<file path="src/rtl/alu_cfg.svh">
/*
 * Build-time sizes for the ALU datapath and its command buffer.
 * Included by both packages and by modules that size logic from these values.
 */
`ifndef ALU_CFG_SVH
`define ALU_CFG_SVH

// Operand and result width
`define ALU_WIDTH 32

// Raw opcode field in a request, wide enough for the load immediate codes 32 and 33
`define OPCODE_WIDTH 6

// Commands that may sit between decoder and execute unit
`define CMD_FIFO_DEPTH 4

`endif

</file>
<file path="src/rtl/aluOpPkg.sv">
/*
 * Operation types for the ALU: the decoded operation set, the raw request
 * as it arrives on the request handshake, and the decoded command that
 * travels through the command buffer.
 */
`include "alu_cfg.svh"

package aluOpPkg;

	// Decoded operation, filled to exactly 16 codes
	typedef enum logic [3:0] {
		OP_NOP,     // Result 0, flags kept
		OP_ADD,     // Add, also load base with index
		OP_SUB,
		OP_AND,
		OP_OR,
		OP_NEG,     // Two's complement of RA
		OP_XOR,
		OP_COMP,    // One's complement of RA
		OP_LSR,
		OP_ASR,     // Sign fills from the top
		OP_LSL,
		OP_ROR,     // Through carry
		OP_ROL,     // Through carry
		OP_MOVE,    // Pass RA
		OP_LDI,     // Pass RB, the immediate
		OP_ILLEGAL  // Unknown raw opcode
	} aluOp;

	// Raw request from the outside
	typedef struct packed {
		logic [`OPCODE_WIDTH-1:0] opcode;
		logic [`ALU_WIDTH-1:0]    ra;
		logic [`ALU_WIDTH-1:0]    rb;
	} aluRequest;

	// Command after decode
	typedef struct packed {
		aluOp                  op;
		logic [`ALU_WIDTH-1:0] ra;
		logic [`ALU_WIDTH-1:0] rb;
	} aluCmd;

endpackage

</file>
<file path="src/rtl/ccrPkg.sv">
/*
 * Condition code types: the flag set held by the execute unit and the
 * result that leaves on the result handshake together with its flags.
 */
`include "alu_cfg.svh"

package ccrPkg;

	// Flag order follows the CCR layout, INR down to C
	typedef struct packed {
		logic inr;  // Instruction not recognized
		logic n;    // Negative, bit 31 of rz
		logic z;    // Zero result
		logic v;    // Signed overflow
		logic c;    // Carry, also the rotate bit
	} ccrFlags;

	// Result word plus the CCR after this command
	typedef struct packed {
		logic [`ALU_WIDTH-1:0] rz;
		ccrFlags               flags;
	} aluResult;

endpackage

</file>
<file path="src/rtl/opDecoder.sv">
/*
 * Request side of the ALU. Accepts raw requests on a four-phase req/ack
 * handshake, maps the raw opcode to a decoded operation and pushes the
 * command into the command buffer. Holds off opAck while the buffer is full.
 */
`timescale 1ns/1ps

module opDecoder import aluOpPkg::*; (
	input  logic      Clock,
	input  logic      rst,
	input  logic      opReq,    // Request from the outside
	input  aluRequest opIn,     // Stable while opReq is high
	output logic      opAck,
	input  logic      cmdFull,  // Buffer back-pressure
	output logic      cmdPush,
	output aluCmd     cmdIn
);

	typedef enum logic [1:0] {
		IDLE,       // Waiting for opReq
		ACKED,      // opAck high until opReq drops
		WAIT_DROP   // opAck low again, return to zero completes
	} decState;

	decState state;
	aluOp    decodedOp;

	// Opcode map, two raw codes each for ADD, LSL and LDI
	always_comb begin
		case (opIn.opcode)
			0:       decodedOp = OP_NOP;
			1, 15:   decodedOp = OP_ADD;   // 15 is load base with index
			2:       decodedOp = OP_SUB;
			3:       decodedOp = OP_AND;
			4:       decodedOp = OP_OR;
			5:       decodedOp = OP_NEG;
			6:       decodedOp = OP_XOR;
			7:       decodedOp = OP_COMP;
			8:       decodedOp = OP_LSR;
			9:       decodedOp = OP_ASR;
			10, 11:  decodedOp = OP_LSL;   // LSL and ASL behave alike
			12:      decodedOp = OP_ROR;
			13:      decodedOp = OP_ROL;
			14:      decodedOp = OP_MOVE;
			32, 33:  decodedOp = OP_LDI;   // Signed and unsigned immediate
			default: decodedOp = OP_ILLEGAL;
		endcase
	end

	assign cmdIn = '{op: decodedOp, ra: opIn.ra, rb: opIn.rb};

	// Push on the same edge that takes the request
	assign cmdPush = (state == IDLE) && opReq && !cmdFull;
	assign opAck   = (state == ACKED);

	always_ff @(posedge Clock) begin
		if (rst) begin
			state <= IDLE;
		end else begin
			case (state)
				IDLE: begin
					if (cmdPush) begin
						state <= ACKED;
					end
				end
				ACKED: begin
					if (!opReq) begin
						state <= WAIT_DROP;  // Ack falls on this edge
					end
				end
				WAIT_DROP: state <= IDLE;  // Requester sees opAck low first
				default:   state <= IDLE;
			endcase
		end
	end

endmodule

</file>
<file path="src/rtl/cmdFifo.sv">
/*
 * Circular buffer of decoded commands between decoder and execute unit.
 * Head is visible at cmdOut while cmdEmpty is low; push and pop may
 * happen on the same edge. DEPTH need not be a power of two.
 */
`timescale 1ns/1ps
`include "alu_cfg.svh"

module cmdFifo import aluOpPkg::*; #(
	parameter int DEPTH = `CMD_FIFO_DEPTH
) (
	input  logic  Clock,
	input  logic  rst,
	input  logic  cmdPush,
	input  aluCmd cmdIn,
	output logic  cmdFull,
	input  logic  cmdPop,
	output aluCmd cmdOut,   // Head of the buffer
	output logic  cmdEmpty
);

	localparam int PTR_W = (DEPTH > 1) ? $clog2(DEPTH) : 1;
	localparam int CNT_W = $clog2(DEPTH + 1);

	aluCmd            mem [DEPTH];
	logic [PTR_W-1:0] wrPtr;
	logic [PTR_W-1:0] rdPtr;
	logic [CNT_W-1:0] count;  // Entries held
	logic             doPush;
	logic             doPop;

	// Wrap at DEPTH, not at the pointer width
	function automatic logic [PTR_W-1:0] incPtr(input logic [PTR_W-1:0] ptr);
		return (ptr == PTR_W'(DEPTH - 1)) ? '0 : ptr + 1'b1;
	endfunction

	assign doPush   = cmdPush && !cmdFull;
	assign doPop    = cmdPop && !cmdEmpty;
	assign cmdFull  = (count == CNT_W'(DEPTH));
	assign cmdEmpty = (count == '0);
	assign cmdOut   = mem[rdPtr];

	always_ff @(posedge Clock) begin
		if (rst) begin
			wrPtr <= '0;
			rdPtr <= '0;
			count <= '0;
		end else begin
			if (doPush) wrPtr <= incPtr(wrPtr);
			if (doPop) rdPtr <= incPtr(rdPtr);
			case ({doPush, doPop})
				2'b10:   count <= count + 1'b1;
				2'b01:   count <= count - 1'b1;
				default: count <= count;  // Both or neither
			endcase
		end
	end

	always_ff @(posedge Clock) begin
		if (doPush) mem[wrPtr] <= cmdIn;
	end

endmodule

</file>
<file path="src/rtl/aluExecute.sv">
/*
 * Execute side of the ALU. Pops one command at a time, computes rz and the
 * new condition codes, and offers the result on a four-phase req/ack
 * handshake. The CCR persists across commands; rotates use its carry.
 */
`timescale 1ns/1ps
`include "alu_cfg.svh"

module aluExecute import aluOpPkg::*, ccrPkg::*; (
	input  logic     Clock,
	input  logic     rst,
	input  logic     cmdEmpty,
	input  aluCmd    cmdOut,    // Head of the command buffer
	output logic     cmdPop,
	output logic     resReq,
	output aluResult resOut,    // Stable from resReq rise to resAck fall
	input  logic     resAck
);

	localparam int MSB = `ALU_WIDTH - 1;

	typedef enum logic [1:0] {
		IDLE,       // Free to take the next command
		HOLD,       // resReq high, waiting for resAck
		WAIT_DROP   // Waiting for resAck to fall
	} exeState;

	exeState      state;
	ccrFlags      ccr;       // Condition code register
	ccrFlags      nextCcr;
	logic [MSB:0] rzReg;
	logic [MSB:0] nextRz;
	logic [MSB:0] ra;
	logic [MSB:0] rb;
	logic [MSB+1:0] sum;     // Extra bit holds the carry out

	assign ra  = cmdOut.ra;
	assign rb  = cmdOut.rb;
	assign sum = {1'b0, ra} + {1'b0, rb};

	assign cmdPop = (state == IDLE) && !cmdEmpty;
	assign resReq = (state == HOLD);
	assign resOut = '{rz: rzReg, flags: ccr};

	always_comb begin
		nextRz  = '0;
		nextCcr = ccr;  // Flags not touched below keep their value
		case (cmdOut.op)
			OP_ADD: begin
				nextRz    = sum[MSB:0];
				nextCcr.c = sum[MSB+1];
				// Like signs in, other sign out
				nextCcr.v = (ra[MSB] == rb[MSB]) && (nextRz[MSB] != ra[MSB]);
			end
			OP_SUB: begin
				nextRz    = ra - rb;
				nextCcr.v = (ra[MSB] != rb[MSB]) && (nextRz[MSB] != ra[MSB]);
			end
			OP_NEG: begin
				nextRz    = -ra;
				nextCcr.v = ra[MSB] && nextRz[MSB];  // Only the most negative value
			end
			OP_AND:  nextRz = ra & rb;
			OP_OR:   nextRz = ra | rb;
			OP_XOR:  nextRz = ra ^ rb;
			OP_COMP: nextRz = ~ra;
			OP_LSR: begin
				nextRz    = {1'b0, ra[MSB:1]};
				nextCcr.c = ra[0];
			end
			OP_ASR: begin
				nextRz    = {ra[MSB], ra[MSB:1]};  // Sign kept
				nextCcr.c = ra[0];
			end
			OP_LSL: begin
				nextRz    = {ra[MSB-1:0], 1'b0};
				nextCcr.c = ra[MSB];
			end
			OP_ROR: begin
				nextRz    = {ccr.c, ra[MSB:1]};    // Old carry into the top
				nextCcr.c = ra[0];
			end
			OP_ROL: begin
				nextRz    = {ra[MSB-1:0], ccr.c};  // Old carry into bit 0
				nextCcr.c = ra[MSB];
			end
			OP_MOVE:    nextRz = ra;
			OP_LDI:     nextRz = rb;
			OP_ILLEGAL: nextCcr.inr = 1'b1;      // rz stays 0
			default:    nextRz = '0;             // NOP, every flag kept
		endcase

		// Valid operations refresh INR, Z and N
		if (cmdOut.op != OP_NOP && cmdOut.op != OP_ILLEGAL) begin
			nextCcr.inr = 1'b0;
			nextCcr.z   = (nextRz == '0);
			nextCcr.n   = nextRz[MSB];
		end
	end

	always_ff @(posedge Clock) begin
		if (rst) begin
			state <= IDLE;
			ccr   <= '0;
		end else begin
			case (state)
				IDLE: begin
					if (cmdPop) begin
						ccr   <= nextCcr;  // CCR changes only on a pop
						state <= HOLD;
					end
				end
				HOLD: begin
					if (resAck) state <= WAIT_DROP;  // resReq falls here
				end
				WAIT_DROP: begin
					if (!resAck) state <= IDLE;
				end
				default: state <= IDLE;
			endcase
		end
	end

	// Result word captured with the pop
	always_ff @(posedge Clock) begin
		if (cmdPop) rzReg <= nextRz;
	end

endmodule

</file>
<file path="src/rtl/aluTop.sv">
/*
 * ALU top level. Requests enter through the decoder, wait in the command
 * buffer and leave through the execute unit in request order.
 */
`timescale 1ns/1ps
`include "alu_cfg.svh"

module aluTop import aluOpPkg::*, ccrPkg::*; (
	input  logic      Clock,
	input  logic      rst,
	input  logic      opReq,
	input  aluRequest opIn,
	output logic      opAck,
	output logic      resReq,
	output aluResult  resOut,
	input  logic      resAck
);

	logic  cmdPush;
	logic  cmdFull;
	logic  cmdPop;
	logic  cmdEmpty;
	aluCmd cmdIn;   // Decoder to buffer
	aluCmd cmdOut;  // Buffer head to execute

	opDecoder i_decoder (
		.Clock(Clock), .rst(rst),
		.opReq(opReq), .opIn(opIn), .opAck(opAck),
		.cmdFull(cmdFull), .cmdPush(cmdPush), .cmdIn(cmdIn)
	);

	cmdFifo #(.DEPTH(`CMD_FIFO_DEPTH)) i_fifo (
		.Clock(Clock), .rst(rst),
		.cmdPush(cmdPush), .cmdIn(cmdIn), .cmdFull(cmdFull),
		.cmdPop(cmdPop), .cmdOut(cmdOut), .cmdEmpty(cmdEmpty)
	);

	aluExecute i_execute (
		.Clock(Clock), .rst(rst),
		.cmdEmpty(cmdEmpty), .cmdOut(cmdOut), .cmdPop(cmdPop),
		.resReq(resReq), .resOut(resOut), .resAck(resAck)
	);

endmodule

</file>
<file path="config.mk">
export PLATFORM = sky130hd
export DESIGN_NAME = aluTop
export DESIGN_NICKNAME = d
export VERILOG_FILES = /design/src/rtl/aluOpPkg.sv /design/src/rtl/ccrPkg.sv /design/src/rtl/opDecoder.sv /design/src/rtl/cmdFifo.sv /design/src/rtl/aluExecute.sv /design/src/rtl/aluTop.sv
export VERILOG_INCLUDE_DIRS = /design/src /design/src/rtl
export SDC_FILE = /design/constraint.sdc
export NUM_CORES = 1
export LEC_CHECK = 0
export ABC_AREA = 0
export BUFFER_PORTS_ARGS = -buffer_cell sky130_fd_sc_hd__buf_2
export CAP_MARGIN = 10
export CORE_MARGIN = 2
export CORE_UTILIZATION = 45
export CTS_BUF_LIST = sky130_fd_sc_hd__clkbuf_4 sky130_fd_sc_hd__clkbuf_8
export DETAILED_ROUTE_END_ITERATION = 6
export RECOVER_POWER = 50
export SETUP_SLACK_MARGIN = 0.15
export SYNTH_ARGS = -nofsm -noshare
export SYNTH_HDL_FRONTEND = slang
export SYNTH_SLANG_ARGS = --single-unit
</file>
<file path="constraint.sdc">
create_clock -name Clock -period 4.8 [get_ports Clock]
set_input_delay 0.24 -clock Clock [delete_from_list [all_inputs] [get_ports Clock]]
set_output_delay 0.24 -clock Clock [all_outputs]
set_load 0.02 [all_outputs]
</file>
==> flow_summary.yaml, run 1 <==
outcome:
  run_status: "complete, but fails checks"
  violations: "design-rule violations, max-capacitance violations, max-slew violations"
cts:
  cts_tree: "yes"
  cts_sinks: 322
  clkTransAtPathRegs_ns: 0.06
  clockRootBuffer: "clkbuf_8"
  h-tree-depth: 2
  cts.path.max_buffers: 3
  cts_made_buffers: 53
  insertion_delay_ns: 0.65
die:
  rows: 77
  initial_core_util: 0.453
  core_region_area_mm2: 0.0439
  io_pins: 113
  dieArea_mm2: 0.0459
  die-width_um: 214
  die_height_um: 214
sta:
  finalCritPeriodShare: 0.946
  setup_viol: 0
  worst_slack_ns: 0.261
  fin_skew_ns: 0.0142
  rsz0062_at_grt: "true"
  period_needed_ns: 4.54
  hold_viol_final: 0
  setup_tns_ns: 0
  report.final.slew_viol_count: 38
  max_slew_margin: -0.846
  fmaxAchievable_mhz: 220
  tightest_slew_ns: 2.77
worst_setup_path:
  start_kind: "register"
  cp_slowest_cell: "mux4_2"
  slowest_delay_ns: 0.58
  criticalPathCategory: "reg -> reg"
  cp.required_ns: 5.39
  cp-end-kind: "register"
  cp_cell_sequence: "buf_12 > clkbuf_16 > mux4_2 > inv_1 > ha_4 > nor2b_1 > o21bai_1 > a21boi_2 > o21ai_2 > buf_4 > o211ai_1 > a221oi_2 > buf_4 > a311oi_2 > buf_4 > o211ai_1 > nor4_2 > nand4_1 > nand2_1"
  cp.arrival_ns: 5.13
  critical_path.max_fanout: 7
  path_common_cell: "buf_4"
detailed_routing:
  wl_met2_um: 31800
  drtIter0Drc: 1948
  drc_errors: 9
  wl_met3_um: 7000
  wl_um: 73800
  num_vias: 17200
  wire_per_inst_um: 26.5
  wl_met1_um: 32100
  routed.top_layer: "met4"
  firstDrtPassIters: 7
  ant_nets: 0
  routed_via_density: 6.17
placement:
  gp_congestion: 0.994
  place_inst: 2562
  port_buffers: 112
  dp_slack_ns: -0.118
  dp_hpwl_um: 53600
final_layout:
  final_common_cell: "edfxtp_1"
  utilization: 0.579
  fin_cells: 2787
  syn2layout_area_growth_pct: 28.0
  antennaDiodeCount: 0
  finalNetCount: 2344
  final_cell_mix: "edfxtp_1, buf_4, nand2_1, nor2_1, clkbuf_1"
  drive_above_1_share: 0.273
global_routing:
  grt_pass1_vias: 16400
  track_usage: 0.310
  antenna_found_initial: 0
  grt_pass1_wl_um: 107000
  grt-ovfl-total: 0
  grt_max_degree: 57
hold_path:
  min_path_type: "in -> reg"
  hp-start: "opIn[69]"
yosys:
  syn_area_mm2: 0.0199
  syn_inst: 1758
  synth_edf_count: 304
  syn_nets: 1951
  synth_warnings: 0
  ys_ff_latch: 322
  seq_area_frac_synth: 0.477
  synth_cell_types: 86
  synth-async-reset-ratio: 0
  synthFlopType: "edfxtp_1"
  syn_avg_cell_area_um2: 11.3
run:
  cap_viol_max_count: 1
-- metal layers --
| metal | vias up | global-route usage |
|---|---|---|
| met1 | 8522 | 0.455 |
| met4 | 0 | 0.102 |
| met5 | - | 0 |
| met2 | 909 | 0.463 |
| met3 | 149 | 0.0587 |
| li1 | 7622 | - |
-- cell families after synthesis --
group | count (synthesis) | share of synthesized area
buf+inv | 235 | 0.0502
fa+ha+maj | 119 | 0.0760
flops | 322 | 0.477
compound gates | 492 | 0.171
mux | 99 | 0.0931
simple gates | 450 | 0.115
xor+xnor | 41 | 0.0181
-- flip-flops by register name, summed over array words and instances, names as in the netlist, named ones only --
register	count
i_fifo.wrPtr	2
i_execute.rzReg	32
i_execute.resOut	5
i_fifo.rdPtr	2
i_decoder.state	2
i_fifo.mem	272
i_fifo.count	3
i_execute.state	2
-- cells in the mapped netlist, types with 18 or more instances --
cell      number  area, um^2
a211oi_1      29         218
a21oi_1      110         551
a22oi_1       26         195
a31oi_1       23         144
buf_2         24         120
clkbuf_1      69         259
dfxtp_1       18         360
edfxtp_1     304        9130
ha_1         116        1450
inv_1        117         439
mux2i_1       24         240
mux4_2        68        1530
nand2_1      119         447
nand3_1       39         195
nand4_1       20         125
nor2_1       109         409
nor2b_1       18         113
nor3_1        43         215
nor4_1        20         125
o211ai_1      29         218
o21ai_0       80         400
o22ai_1       19         119
xnor2_1       38         333
-- per-stage QoR --
step | hold slack (ns) | cell area (um^2)
floorplan | 0.312 | 20000
global placement | 0.439 | 22500
detailed placement | 0.446 | 22500
CTS | 0.00977 | 24400
global route | 0.0564 | 25500
finish | 0.0600 | 25500
-- worst paths after layout --
kind                    endpoint  slack (ns)  cells after the start
max          i_execute.resOut[2]        0.26                     19
min            i_fifo.mem[2][67]        0.06                      3
max reg2reg  i_execute.resOut[2]        0.26                     19
min reg2reg  i_execute.resOut[4]        0.48                      1
-- area by class of cell --
| class | count | area (um^2) |
|---|---|---|
| Clock buffer | 79 | 943 |
| Tap cell | 592 | 741 |
| Fill cell | 3850 | 18500 |
| Clock inverter | 20 | 223 |
| Inverter | 118 | 447 |
| Multi-Input combinational cell | 1201 | 10200 |
| Timing Repair Buffer | 455 | 3400 |
| Sequential cell | 322 | 9500 |
-- critical path, delay by kind of cell (launching register included) --
kind | cells | cell delay (ns)
AND/OR/NAND/NOR | 4 | 0.70
AO/OA/AOI/OAI | 7 | 1.48
flip-flops | 1 | 0.41
buffers and inverters | 6 | 1.04
adder cells (fa/ha/maj) | 1 | 0.27
multiplexers | 1 | 0.58
-- timing repair --
action,CTS,global route
hold buffers,68,0
pin swaps,2,48
gates resized for setup,15,162
gates cloned,0,3
endpoints found under the hold margin,272,0
setup buffers,2,52
endpoints found under the setup margin,4,6
Power of run 1 is left out: the tool's default activity adds up to more than one toggle a clock period on the data nets, which glitch-free logic cannot reach.
==> inputs of run 2 (changes only) <==
==> constraint.sdc (replaced) <==
create_clock -name Clock -period 5.2 [get_ports Clock]
set_input_delay 0.26 -clock Clock [delete_from_list [all_inputs] [get_ports Clock]]
set_output_delay 0.26 -clock Clock [all_outputs]
set_load 0.02 [all_outputs]
==> run 2 against run 1 <==
Effect of this change:
- the flow finishes with violations (max-capacitance violations, max-slew violations)
- sequential share of layout area rose by 3.1 points
- clock skew rose by 0.061 ns
- die area did not move
- clock-buffer cell count fell by 5
- first-iteration DRC count fell by 5.6%
- non-clock buffer count fell by 159
- global-route usage fell by 1.1 points
==> flow_summary.yaml, run 2 (synthesized netlist as in run 1, its figures left out) <==
global_routing:
  grt_pass1_wl_um: 103000
  grt_max_degree: 45
  grt_pass1_vias: 16000
  track_usage: 0.299
  antenna_found_initial: 0
  grt-ovfl-total: 0
detailed_routing:
  drtIter0Drc: 1838
  wl_um: 69200
  wl_met3_um: 6010
  wl_met1_um: 30700
  num_vias: 16300
  firstDrtPassIters: 5
  drc_errors: 0
  routed.top_layer: "met4"
  routed_via_density: 6.21
  wl_met2_um: 29800
  wire_per_inst_um: 26.3
  ant_nets: 0
cts:
  cts_made_buffers: 52
  cts.path.max_buffers: 3
  clkTransAtPathRegs_ns: 0.06
  h-tree-depth: 2
  cts_sinks: 322
  clockRootBuffer: "clkbuf_8"
  cts_tree: "yes"
  insertion_delay_ns: 0.69
final_layout:
  drive_above_1_share: 0.167
  nFillCells: 3949
  largest_register_ffs: 272
  fin_area_mm2: 0.0235
  final_common_cell: "edfxtp_1"
  finalNetCount: 2184
  top_register: "i_fifo.mem"
  final_cell_mix: "edfxtp_1, nand2_1, inv_1, ha_1, nor2_1"
  antennaDiodeCount: 0
  syn2layout_area_growth_pct: 18.1
hold_path:
  min_path_type: "in -> reg"
  min_delay_path_depth: 2
sta:
  fmaxAchievable_mhz: 206
  max_slew_margin: -0.790
  period_needed_ns: 4.84
  rsz0062_at_grt: "false"
  tightest_slew_ns: 2.68
  report.final.slew_viol_count: 38
  finalCritPeriodShare: 0.931
  fin_skew_ns: 0.0755
  hold_viol_final: 0
  setup_tns_ns: 0
  setup_viol: 0
worst_setup_path:
  cp_slowest_cell: "mux4_2"
  start_kind: "register"
  cp.arrival_ns: 5.47
  r2r_slack_ns: 0.36
  cp_cell_sequence: "buf_12 > mux4_2 > inv_1 > ha_1 > nor2b_1 > o21bai_1 > a21boi_0 > o21ai_0 > buf_4 > o211ai_1 > a221oi_2 > buf_4 > o311ai_0 > o211ai_1 > a2111oi_2 > nand4_1 > nand2_1"
  cp-end-kind: "register"
  criticalPathCategory: "reg -> reg"
  slowest_delay_ns: 0.67
  cp.required_ns: 5.82
  rr_worst_depth: 17
  critical_path.max_fanout: 25
placement:
  gp_congestion: 0.999
  dp_hpwl_um: 50900
  placed_cell_area_mm2: 0.0216
  port_buffers: 112
die:
  io_pins: 113
  die_height_um: 214
  dieArea_mm2: 0.0459
  die-width_um: 214
  core_region_area_mm2: 0.0439
  initial_core_util: 0.453
  rows: 77
outcome:
  run_status: "complete, but fails checks"
  violations: "max-capacitance violations, max-slew violations"
run:
  cap_viol_max_count: 1
[run 2: worst paths after layout]
path | start | to
max reg2reg | register | i_execute.resOut[2]
min | rst | i_fifo.count[0]
max | register | i_execute.resOut[2]
min reg2reg | i_fifo.rdPtr[1] | register
[run 2: what timing repair did]
| action | CTS | global route |
|---|---|---|
| setup endpoints to repair | 1 | 3 |
| hold buffers | 68 | 0 |
| setup buffers | 0 | 1 |
| pin swaps | 0 | 1 |
| hold endpoints to repair | 262 | 0 |
| gates resized for setup | 11 | 27 |
[run 2: critical path: cells and delay by family, from the launching register on]
kind,cells,cell delay [ns]
multiplexers,1,0.67
adder cells (fa/ha/maj),1,0.40
AO/OA/AOI/OAI,8,2.10
AND/OR/NAND/NOR,3,0.50
flip-flops,1,0.43
buffers and inverters,4,0.71
[run 2: layout make-up]
type                    count  area, um^2  area share
well taps                 592         741      0.0315
flip-flops and latches    322        9500       0.404
repair buffers            296        2060      0.0876
inverters                 118         444      0.0189
clock inverters            24         256      0.0109
clock buffers              74         887      0.0378
multi-input cells        1201        9600       0.409
[run 2: stage by stage]
stage | instances | util | setup slack (ns) | hold slack, ns
after global routing | 2627 | 0.534 | 0.152 | 0.0500
final | 2627 | 0.534 | 0.357 | 0.0463
after CTS | 2626 | 0.534 | 0.156 | 0.0113
after detailed placement | 2460 | 0.492 | -0.307 | 0.469
after floorplan | 1758 | - | 0.169 | 0.332
after global placement | 2460 | 0.492 | -0.0999 | 0.460
[run 2: metal layers]
| layer | global-route usage | vias up |
|---|---|---|
| li1 | - | 7273 |
| met1 | 0.438 | 8038 |
| met2 | 0.439 | 863 |
| met3 | 0.0545 | 152 |
| met4 | 0.122 | 0 |
| met5 | 0 | - |
Power of run 2 is left out for the same reason.
